[config.mk]
export PLATFORM = sky130hd
export DESIGN_NAME = spi_flash_ctrl
export DESIGN_NICKNAME = d
export VERILOG_FILES = /design/src/design/spi_flash_pkg.sv /design/src/design/flash_cmd_if.sv /design/src/design/spi_byte_if.sv /design/src/design/apb_flash_regs.sv /design/src/design/flash_sequencer.sv /design/src/design/spi_byte_shifter.sv /design/src/design/spi_flash_ctrl.sv
export SDC_FILE = /design/constraint.sdc
export NUM_CORES = 1
export LEC_CHECK = 0
export BUFFER_PORTS_ARGS = -buffer_cell sky130_fd_sc_hd__buf_2
export CAP_MARGIN = 5
export CORE_ASPECT_RATIO = 0.75
export CORE_MARGIN = 5
export CORE_UTILIZATION = 53
export DETAILED_ROUTE_END_ITERATION = 7
export GPL_ROUTABILITY_DRIVEN = 1
export GPL_TIMING_DRIVEN = 0
export HOLD_SLACK_MARGIN = 0.02
export PLACE_DENSITY_LB_ADDON = 0.2
export SLEW_MARGIN = 20
export SYNTH_ARGS = -nofsm -noshare
export SYNTH_HDL_FRONTEND = slang
export SYNTH_SLANG_ARGS = --single-unit
[constraint.sdc]
create_clock -name clk -period 2.85 [get_ports clk]
set_input_delay 0.57 -clock clk [delete_from_list [all_inputs] [get_ports clk]]
set_output_delay 0.57 -clock clk [all_outputs]
set_load 0.01 [all_outputs]
[src/design/spi_flash_pkg.sv]
package spi_flash_pkg;

	//--------------------------------------------------------------------------
	// flash command set
	typedef enum logic [7:0] {
		OP_RESET = 8'hF0,	// software reset
		OP_READ  = 8'h03,	// normal read
		OP_WREN  = 8'h06,	// write enable
		OP_SE    = 8'hD8,	// sector erase
		OP_PP    = 8'h02,	// page program
		OP_RDSR  = 8'h05	// read status register 1
	} flash_op_t;

	localparam int ADDR_BYTES = 3;	// 24 bit address
	localparam int DATA_BYTES = 4;	// bytes per host word
	localparam int WIP_BIT    = 0;	// write in progress, status reg 1

	typedef logic [23:0] addr_t;
	typedef logic [31:0] word_t;	// byte 0 goes out first

	//--------------------------------------------------------------------------
	// APB register map
	typedef enum logic [7:0] {
		REG_CTRL   = 8'h00,
		REG_ADDR   = 8'h04,
		REG_WDATA  = 8'h08,
		REG_RDATA  = 8'h0C,
		REG_STATUS = 8'h10
	} reg_off_t;

	localparam int CTRL_GO   = 0;	// start operation
	localparam int CTRL_RNW  = 1;	// 1 read, 0 write
	localparam int ST_BUSY   = 0;
	localparam int ST_DONE   = 1;	// sticky until next go
	localparam int ST_READY  = 2;	// reset cmd and settle time passed

endpackage

[src/design/flash_cmd_if.sv]
`timescale 1ns/1ps

// one host command, register block to sequencer
interface flash_cmd_if;
	logic                 go;	// single cycle pulse
	logic                 is_read;
	spi_flash_pkg::addr_t addr;
	spi_flash_pkg::word_t wdata;
	spi_flash_pkg::word_t rdata;	// valid when busy falls
	logic                 busy;
	logic                 ready;

	modport regs (
		output go, is_read, addr, wdata,
		input  rdata, busy, ready
	);

	modport seq (
		input  go, is_read, addr, wdata,
		output rdata, busy, ready
	);
endinterface

[src/design/spi_byte_if.sv]
`timescale 1ns/1ps

// one byte on the wire, sequencer to shifter
interface spi_byte_if;
	logic       start;	// pulse, only while idle
	logic [7:0] tx_byte;
	logic       hold_cs;	// keep cs low after this byte
	logic       done;	// pulse per byte
	logic [7:0] rx_byte;	// valid with done

	modport seq (
		output start, tx_byte, hold_cs,
		input  done, rx_byte
	);

	modport shifter (
		input  start, tx_byte, hold_cs,
		output done, rx_byte
	);
endinterface

[src/design/apb_flash_regs.sv]
`timescale 1ns/1ps

module apb_flash_regs (
	input  logic        clk,
	input  logic        rst,
	input  logic        psel_i,
	input  logic        penable_i,
	input  logic        pwrite_i,
	input  logic [7:0]  paddr_i,
	input  logic [31:0] pwdata_i,
	output logic [31:0] prdata_o,
	output logic        pslverr_o,
	flash_cmd_if.regs   cmd
);
	logic                 access;	// apb access phase
	logic                 mapped;
	logic                 ctrl_wr;
	logic                 go_bad;	// go while busy or not ready
	logic                 go_q;
	logic                 rnw_q;
	logic                 done_q;
	logic                 busy_d;	// for falling edge of busy
	logic [31:0]          rd_word;
	spi_flash_pkg::addr_t addr_q;
	spi_flash_pkg::word_t wdata_q;

	assign access  = psel_i & penable_i;
	assign ctrl_wr = access & pwrite_i & (paddr_i == spi_flash_pkg::REG_CTRL);
	assign go_bad  = ctrl_wr & pwdata_i[spi_flash_pkg::CTRL_GO]
		& (cmd.busy | ~cmd.ready | go_q);

	always_comb begin
		mapped  = 1'b1;
		rd_word = '0;
		case (paddr_i)
			spi_flash_pkg::REG_CTRL:   rd_word[spi_flash_pkg::CTRL_RNW] = rnw_q;
			spi_flash_pkg::REG_ADDR:   rd_word = {8'd0, addr_q};
			spi_flash_pkg::REG_WDATA:  rd_word = wdata_q;
			spi_flash_pkg::REG_RDATA:  rd_word = cmd.rdata;
			spi_flash_pkg::REG_STATUS: begin
				rd_word[spi_flash_pkg::ST_BUSY]  = cmd.busy;
				rd_word[spi_flash_pkg::ST_DONE]  = done_q;
				rd_word[spi_flash_pkg::ST_READY] = cmd.ready;
			end
			default: mapped = 1'b0;	// hole in the map
		endcase
	end

	assign prdata_o  = (access & ~pwrite_i) ? rd_word : '0;
	assign pslverr_o = access & (~mapped | go_bad);

	//--------------------------------------------------------------------------
	// control and sticky status
	always_ff @(posedge clk or posedge rst) begin
		if (rst) begin
			go_q   <= 1'b0;
			rnw_q  <= 1'b0;
			done_q <= 1'b0;
			busy_d <= 1'b0;
		end else begin
			busy_d <= cmd.busy;
			go_q   <= ctrl_wr & pwdata_i[spi_flash_pkg::CTRL_GO] & ~go_bad;	// one cycle
			if (ctrl_wr & ~go_bad)
				rnw_q <= pwdata_i[spi_flash_pkg::CTRL_RNW];
			if (ctrl_wr & pwdata_i[spi_flash_pkg::CTRL_GO] & ~go_bad)
				done_q <= 1'b0;	// new op clears done
			else if (busy_d & ~cmd.busy)
				done_q <= 1'b1;	// op just finished
		end
	end

	always_ff @(posedge clk) begin
		if (access & pwrite_i & (paddr_i == spi_flash_pkg::REG_ADDR))
			addr_q <= pwdata_i[23:0];
		if (access & pwrite_i & (paddr_i == spi_flash_pkg::REG_WDATA))
			wdata_q <= pwdata_i;
	end

	assign cmd.go      = go_q;
	assign cmd.is_read = rnw_q;
	assign cmd.addr    = addr_q;
	assign cmd.wdata   = wdata_q;
endmodule

[src/design/flash_sequencer.sv]
`timescale 1ns/1ps

module flash_sequencer #(
	parameter int RESET_WAIT = 20000
) (
	input  logic     clk,
	input  logic     rst,
	flash_cmd_if.seq cmd,
	spi_byte_if.seq  xfer
);
	localparam int WAIT_W = $clog2(RESET_WAIT + 1);

	//--------------------------------------------------------------------------
	// states
	localparam logic [3:0] S_RST_CMD   = 4'd0,	// send 0xF0
	                       S_SETTLE    = 4'd1,	// wait after reset cmd
	                       S_IDLE      = 4'd2,
	                       S_OPCODE    = 4'd3,	// read, erase or program opcode
	                       S_ADDR      = 4'd4,	// 3 address bytes
	                       S_RDATA     = 4'd5,	// read data bytes in
	                       S_WDATA     = 4'd6,	// program data bytes out
	                       S_WREN      = 4'd7,	// write enable
	                       S_POLL_OP   = 4'd8,	// read status opcode
	                       S_POLL_DATA = 4'd9,	// status bytes until wip clear
	                       S_POLL_END  = 4'd10;	// last dummy, releases cs

	logic [3:0]               state;
	logic                     pend;	// byte in flight
	logic                     busy_q;
	logic                     ready_q;
	logic                     phase;	// 0 erase, 1 program
	logic [1:0]               addr_cnt;
	logic [1:0]               data_cnt;
	logic [WAIT_W-1:0]        wait_cnt;
	logic                     last_addr;
	logic                     last_data;
	logic                     xfer_st;	// state moves bytes
	logic [7:0]               tx_byte;
	logic                     hold;
	spi_flash_pkg::flash_op_t op_q;
	spi_flash_pkg::addr_t     addr_q;
	spi_flash_pkg::word_t     wdata_q;
	spi_flash_pkg::word_t     rdata_q;

	assign last_addr = addr_cnt == 2'(spi_flash_pkg::ADDR_BYTES - 1);
	assign last_data = data_cnt == 2'(spi_flash_pkg::DATA_BYTES - 1);

	// byte to send in the current state
	always_comb begin
		xfer_st = 1'b1;
		tx_byte = 8'h00;	// dummy for reads
		hold    = 1'b1;
		case (state)
			S_RST_CMD: begin
				tx_byte = spi_flash_pkg::OP_RESET;
				hold    = 1'b0;
			end
			S_OPCODE:  tx_byte = op_q;
			S_ADDR: begin
				tx_byte = 8'(addr_q >> (8 * (spi_flash_pkg::ADDR_BYTES - 1 - int'(addr_cnt))));
				hold    = ~(last_addr & (op_q == spi_flash_pkg::OP_SE));	// erase ends here
			end
			S_RDATA:   hold = ~last_data;
			S_WDATA: begin
				tx_byte = 8'(wdata_q >> (8 * int'(data_cnt)));	// byte 0 first
				hold    = ~last_data;
			end
			S_WREN: begin
				tx_byte = spi_flash_pkg::OP_WREN;
				hold    = 1'b0;
			end
			S_POLL_OP:   tx_byte = spi_flash_pkg::OP_RDSR;
			S_POLL_DATA: hold = 1'b1;	// keep reading status
			S_POLL_END:  hold = 1'b0;
			default:     xfer_st = 1'b0;	// settle, idle
		endcase
	end

	assign xfer.start   = xfer_st & ~pend;
	assign xfer.tx_byte = tx_byte;
	assign xfer.hold_cs = hold;

	//--------------------------------------------------------------------------
	// main FSM
	always_ff @(posedge clk or posedge rst) begin
		if (rst) begin
			state    <= S_RST_CMD;
			pend     <= 1'b0;
			busy_q   <= 1'b0;
			ready_q  <= 1'b0;
			phase    <= 1'b0;
			addr_cnt <= '0;
			data_cnt <= '0;
			wait_cnt <= '0;
			op_q     <= spi_flash_pkg::OP_RESET;
		end else begin
			if (xfer.start)
				pend <= 1'b1;
			else if (xfer.done)
				pend <= 1'b0;
			case (state)
				S_RST_CMD: if (xfer.done) state <= S_SETTLE;
				S_SETTLE: begin
					wait_cnt <= wait_cnt + 1'b1;
					if (wait_cnt == WAIT_W'(RESET_WAIT - 1)) begin
						ready_q <= 1'b1;
						state   <= S_IDLE;
					end
				end
				S_IDLE: if (cmd.go) begin
					busy_q   <= 1'b1;
					phase    <= 1'b0;
					addr_cnt <= '0;
					data_cnt <= '0;
					op_q     <= spi_flash_pkg::OP_READ;
					state    <= cmd.is_read ? S_OPCODE : S_WREN;	// writes start with wren
				end
				S_OPCODE: if (xfer.done) state <= S_ADDR;
				S_ADDR: if (xfer.done) begin
					addr_cnt <= addr_cnt + 1'b1;
					if (last_addr) begin
						addr_cnt <= '0;
						case (op_q)
							spi_flash_pkg::OP_READ: state <= S_RDATA;
							spi_flash_pkg::OP_PP:   state <= S_WDATA;
							default:                state <= S_POLL_OP;	// erase
						endcase
					end
				end
				S_RDATA: if (xfer.done) begin
					data_cnt <= data_cnt + 1'b1;
					if (last_data) begin
						busy_q <= 1'b0;	// rdata complete this edge
						state  <= S_IDLE;
					end
				end
				S_WDATA: if (xfer.done) begin
					data_cnt <= data_cnt + 1'b1;
					if (last_data)
						state <= S_POLL_OP;
				end
				S_WREN: if (xfer.done) begin
					op_q  <= phase ? spi_flash_pkg::OP_PP : spi_flash_pkg::OP_SE;
					state <= S_OPCODE;
				end
				S_POLL_OP: if (xfer.done) state <= S_POLL_DATA;
				S_POLL_DATA:
					if (xfer.done & ~xfer.rx_byte[spi_flash_pkg::WIP_BIT])
						state <= S_POLL_END;
				S_POLL_END: if (xfer.done) begin
					if (phase) begin
						busy_q <= 1'b0;	// program finished
						state  <= S_IDLE;
					end else begin
						phase <= 1'b1;	// erase done, program next
						state <= S_WREN;
					end
				end
				default: state <= S_IDLE;
			endcase
		end
	end

	// payload, latched on go
	always_ff @(posedge clk) begin
		if (state == S_IDLE && cmd.go) begin
			addr_q  <= cmd.addr;
			wdata_q <= cmd.wdata;
		end
		if (state == S_RDATA && xfer.done)
			rdata_q <= {xfer.rx_byte, rdata_q[31:8]};	// little endian fill
	end

	assign cmd.rdata = rdata_q;
	assign cmd.busy  = busy_q;
	assign cmd.ready = ready_q;
endmodule

[src/design/spi_byte_shifter.sv]
`timescale 1ns/1ps

module spi_byte_shifter #(
	parameter int CLK_DIV = 4
) (
	input  logic        clk,
	input  logic        rst,
	spi_byte_if.shifter xfer,
	output logic        sclk_o,
	output logic        cs_n_o,
	output logic        mosi_o,
	input  logic        miso_i
);
	localparam int DIV_W = (CLK_DIV > 1) ? $clog2(CLK_DIV) : 1;

	logic [DIV_W-1:0] div_cnt;	// clk cycles per half period
	logic [2:0]       bit_cnt;	// falling edges seen
	logic             run;
	logic             tick;	// sclk edge this cycle
	logic             sclk_q;
	logic             cs_n_q;
	logic             hold_q;
	logic             done_q;
	logic [7:0]       tx_sh;
	logic [7:0]       rx_sh;

	assign tick = run & (div_cnt == DIV_W'(CLK_DIV - 1));

	//--------------------------------------------------------------------------
	// divider, edge counter, chip select
	always_ff @(posedge clk or posedge rst) begin
		if (rst) begin
			div_cnt <= '0;
			bit_cnt <= '0;
			run     <= 1'b0;
			sclk_q  <= 1'b0;	// mode 0 idles low
			cs_n_q  <= 1'b1;
			hold_q  <= 1'b0;
			done_q  <= 1'b0;
		end else begin
			done_q <= 1'b0;
			if (xfer.start) begin
				run     <= 1'b1;
				cs_n_q  <= 1'b0;
				hold_q  <= xfer.hold_cs;
				div_cnt <= '0;
				bit_cnt <= '0;
			end else if (run) begin
				div_cnt <= tick ? '0 : div_cnt + 1'b1;
				if (tick) begin
					sclk_q <= ~sclk_q;
					if (sclk_q) begin	// falling edge
						bit_cnt <= bit_cnt + 1'b1;
						if (bit_cnt == 3'd7) begin
							run    <= 1'b0;
							done_q <= 1'b1;
							cs_n_q <= ~hold_q;	// release unless held
						end
					end
				end
			end
		end
	end

	// shift registers, msb first
	always_ff @(posedge clk) begin
		if (xfer.start)
			tx_sh <= xfer.tx_byte;
		else if (tick & sclk_q)
			tx_sh <= {tx_sh[6:0], 1'b0};	// next bit on falling edge
		if (tick & ~sclk_q)
			rx_sh <= {rx_sh[6:0], miso_i};	// sample on rising edge
	end

	assign sclk_o       = sclk_q;
	assign cs_n_o       = cs_n_q;
	assign mosi_o       = tx_sh[7];
	assign xfer.done    = done_q;
	assign xfer.rx_byte = rx_sh;
endmodule

[src/design/spi_flash_ctrl.sv]
`timescale 1ns/1ps

module spi_flash_ctrl #(
	parameter int CLK_DIV    = 4,	// clk cycles per sclk half period
	parameter int RESET_WAIT = 20000	// settle cycles after reset cmd
) (
	input  logic        clk,
	input  logic        rst,
	input  logic        psel_i,
	input  logic        penable_i,
	input  logic        pwrite_i,
	input  logic [7:0]  paddr_i,
	input  logic [31:0] pwdata_i,
	output logic [31:0] prdata_o,
	output logic        pslverr_o,
	output logic        sclk_o,
	output logic        cs_n_o,
	output logic        mosi_o,
	input  logic        miso_i
);
	flash_cmd_if cmd_if ();	// regs to sequencer
	spi_byte_if  byte_if ();	// sequencer to shifter

	apb_flash_regs regs_inst (
		.clk       (clk),
		.rst       (rst),
		.psel_i    (psel_i),
		.penable_i (penable_i),
		.pwrite_i  (pwrite_i),
		.paddr_i   (paddr_i),
		.pwdata_i  (pwdata_i),
		.prdata_o  (prdata_o),
		.pslverr_o (pslverr_o),
		.cmd       (cmd_if.regs)
	);

	flash_sequencer #(.RESET_WAIT(RESET_WAIT)) seq_inst (
		.clk  (clk),
		.rst  (rst),
		.cmd  (cmd_if.seq),
		.xfer (byte_if.seq)
	);

	spi_byte_shifter #(.CLK_DIV(CLK_DIV)) shifter_inst (
		.clk    (clk),
		.rst    (rst),
		.xfer   (byte_if.shifter),
		.sclk_o (sclk_o),
		.cs_n_o (cs_n_o),
		.mosi_o (mosi_o),
		.miso_i (miso_i)
	);
endmodule

==> flow_summary.ini <==
[run_status]
outcome = finished clean

[finish]
fin_nets = 776
fin_util = 0.633
insertedDiodeCount = 0
postLayoutCellArea_um2 = 10200
area_growth_syn_to_layout_pct = 16.8
drive_above_1_share = 0.256
n_fill_cell = 1218

[timing]
max_freq_mhz = 354
drv_slew = 0
setup_slack_ns = 0.0282
period_needed_ns = 2.82
clock_skew_ns = 0.0121
slew_headroom = 0.317
hold_viol = 0
tightest_slew_ns = 1.02
fin_crit_sh = 0.990
finalSetupViolations = 0
setup_tns_ns = 0

[detailed_routing]
drc = 0
num_vias = 5549
drt_pass1_iterations = 5
viasPerCell = 5.88
drt_wl_total_mm = 20.5
antenna_left = 0
drt-initial-drc-count = 412
wl_per_cell_um = 21.7

[synth]
ys_ff_latch = 206
synthesis.area_um2 = 8740
ys_warn_count = 0
ys_seq_area_frac = 0.682
synth_common_cells = edfxtp_1 (160), nor2_1 (72), dfrtp_1 (43)
synth_async_sr_flop_share = 0.223
syn_inst = 612
syn_nets = 667
synth_top_cell_by_area = edfxtp_1
synth_area_leaders = edfxtp_1 (55%), dfrtp_1 (12%), nor2_1 (3.1%), mux2_2 (2.8%), mux2i_1 (2.7%)
ys.flop_type = edfxtp_1
syn_area_per_cell_um2 = 14.3
synth_edf_count = 160
synth_top_area_frac = 0.550
yosysMostFrequentCell = edfxtp_1
ys_types = 62

[placement]
gp_congestion = 0.868
port_buffers = 80
dp_hpwl_mm = 14.6
place_ws_ns = -0.483
placement.cell_area_um2 = 9530

[floorplanning]
ios = 82
row_count = 40
core-area_um2 = 16100
die_h_um = 121
dieWidth_um = 158
dieArea_um2 = 19200
initial_core_util = 0.542

[clock_network]
numCtsBuffers = 21
clockBufferDepth = 3
clk_latency_ns = 0.49
tritoncts = yes
clockRootBuffer = clkbuf_16
clkTransAtPathRegs_ns = 0.06
cts_sinks = 206
htreeDepth = 1
cts_hold_buf = 0

[critical_path]
endpoint_kind = output pin
r2r_cells = 9
cp.required_ns = 2.28
crit_top_cell = buf_2
crit_fanout = 10
cp_slowest_stage_delay_ns = 0.56
rrSetupSlack_ns = 0.14
path_buf_inv = 3
worstSetupPathType = in -> out
cp-start-kind = primary input
cp_slowest_cell = or4_4
timing.critical_path.from = paddr_i[1]
crit_family = simple AND/OR/NAND/NOR gates
worstPathArrival_ns = 2.25
cp_cell_sequence = buf_2 -> or4_4 -> nor3_4 -> nand3b_1 -> buf_4 -> nor2_1 -> buf_2
r2r_end = shifter_inst.tx_sh[7]
r2r-start = seq_inst.addr_cnt[0]

[hold_path]
worst_hold_path_type = in -> async

[global_routing]
grt_pass1_wl_mm = 31.5
antenna_found_initial = 0
grt_max_degree = 58
grt_pass1_vias = 5583
grtUsageTotal = 0.217
overflow = 0

[power]
power_density_nw_per_um2 = 581
cellLeakagePower_uw = 0.00391
vdd_drop_max_uv = 575

[flow_run]
drv_cap = 0
## timing repair
| item | CTS | global route |
|---|---|---|
| endpoints found under the setup margin | 40 | 17 |
| buffers inserted | 0 | 2 |
| gates resized for setup | 11 | 9 |
| pin swaps | 0 | 1 |
## per-layer routing
metal / GRT usage / vias to the layer above / share of wire
met5: 0 / - / 0
met4: 0.0474 / 0 / 0.015
met3: 0.0474 / 25 / 0.093
met2: 0.333 / 233 / 0.46
met1: 0.324 / 2758 / 0.44
li1: - / 2533 / -
## logic make-up (layout without fill, tap and decap cells)
group                      Yosys count  after routing  share of synthesized area
DFF                                206            206                      0.682
buffers and inverters               44            166                     0.0219
adders and majority gates           10             10                     0.0140
and+or+nand+nor                    175            175                      0.105
AOI/OAI and AO/OA                  103            103                     0.0778
muxes                               57             57                     0.0825
xor gates and xnor gates            17             17                     0.0170
## cell usage in the layout, fill, tap and decap left out, drive strengths merged, types with 4 or more instances in the layout
cell type / synthesis / final
xnor2: 9 / 9
a22o: 6 / 6
mux2i: 24 / 24
clkinv: 0 / 7
buf: 13 / 102
edfxtp: 160 / 160
o21ai: 19 / 19
mux4: 9 / 9
a21oi: 24 / 24
xor2: 8 / 8
a22oi: 24 / 24
nor3: 6 / 6
inv: 13 / 14
nand3: 22 / 22
ha: 9 / 9
nor3b: 4 / 4
dfrtp: 43 / 43
o31ai: 4 / 4
nor2: 72 / 72
nor2b: 7 / 7
nand2: 26 / 26
a32oi: 5 / 5
and3: 9 / 9
a31oi: 6 / 6
nand2b: 4 / 4
and2: 4 / 4
clkbuf: 18 / 42
mux2: 24 / 24
## layout make-up
class / instances / area [um^2] / share of cell area
inverters: 13 / 53.8 / 0.00527
well taps: 210 / 263 / 0.0258
clock buffers: 27 / 548 / 0.0537
flip-flops and latches: 206 / 5960 / 0.584
clock inverters: 9 / 81.3 / 0.00797
plain buffers: 29 / 158 / 0.0155
multi-input cells: 362 / 2620 / 0.257
repair buffers: 88 / 519 / 0.0509
## sequential cells by signal, indices dropped and copies added (netlist names), 8 cells and up
signal,cells
shifter_inst.tx_sh,8
seq_inst.wdata_q,32
seq_inst.addr_q,24
seq_inst.cmd.rdata,32
shifter_inst.xfer.rx_byte,8
regs_inst.cmd.addr,24
regs_inst.cmd.wdata,32
seq_inst.wait_cnt,15
## power by group
part | total [uW] | internal, uW | switching, uW
registers | 3220 | 3220 | 0.368
clock network | 2570 | 1460 | 1110
logic | 140 | 58.0 | 81.9
total | 5930 | 4730 | 1190
## metrics by stage
step	std cells	power, uW	hold WS [ns]
5_1_grt	944	6100	0.0861
6_report	944	5930	0.0570
4_1_cts	942	5950	0.0568
2_1_floorplan	612	3350	0.374
3_3_place_gp	902	3410	0.408
3_5_place_dp	908	3420	0.414
## how the worst max path moves through the flow
| stage | cells past startpoint | endpoint |
|---|---|---|
| floorplan | 6 | seq_inst.addr_cnt[0] |
| global placement | 5 | regs_inst.cmd.wdata[28] |
| detailed placement | 10 | shifter_inst.tx_sh[7] |
| CTS | 7 | prdata_o[10] |
| global route | 7 | prdata_o[17] |
| finish | 7 | prdata_o[8] |
(Power assumes the default switching activity.)
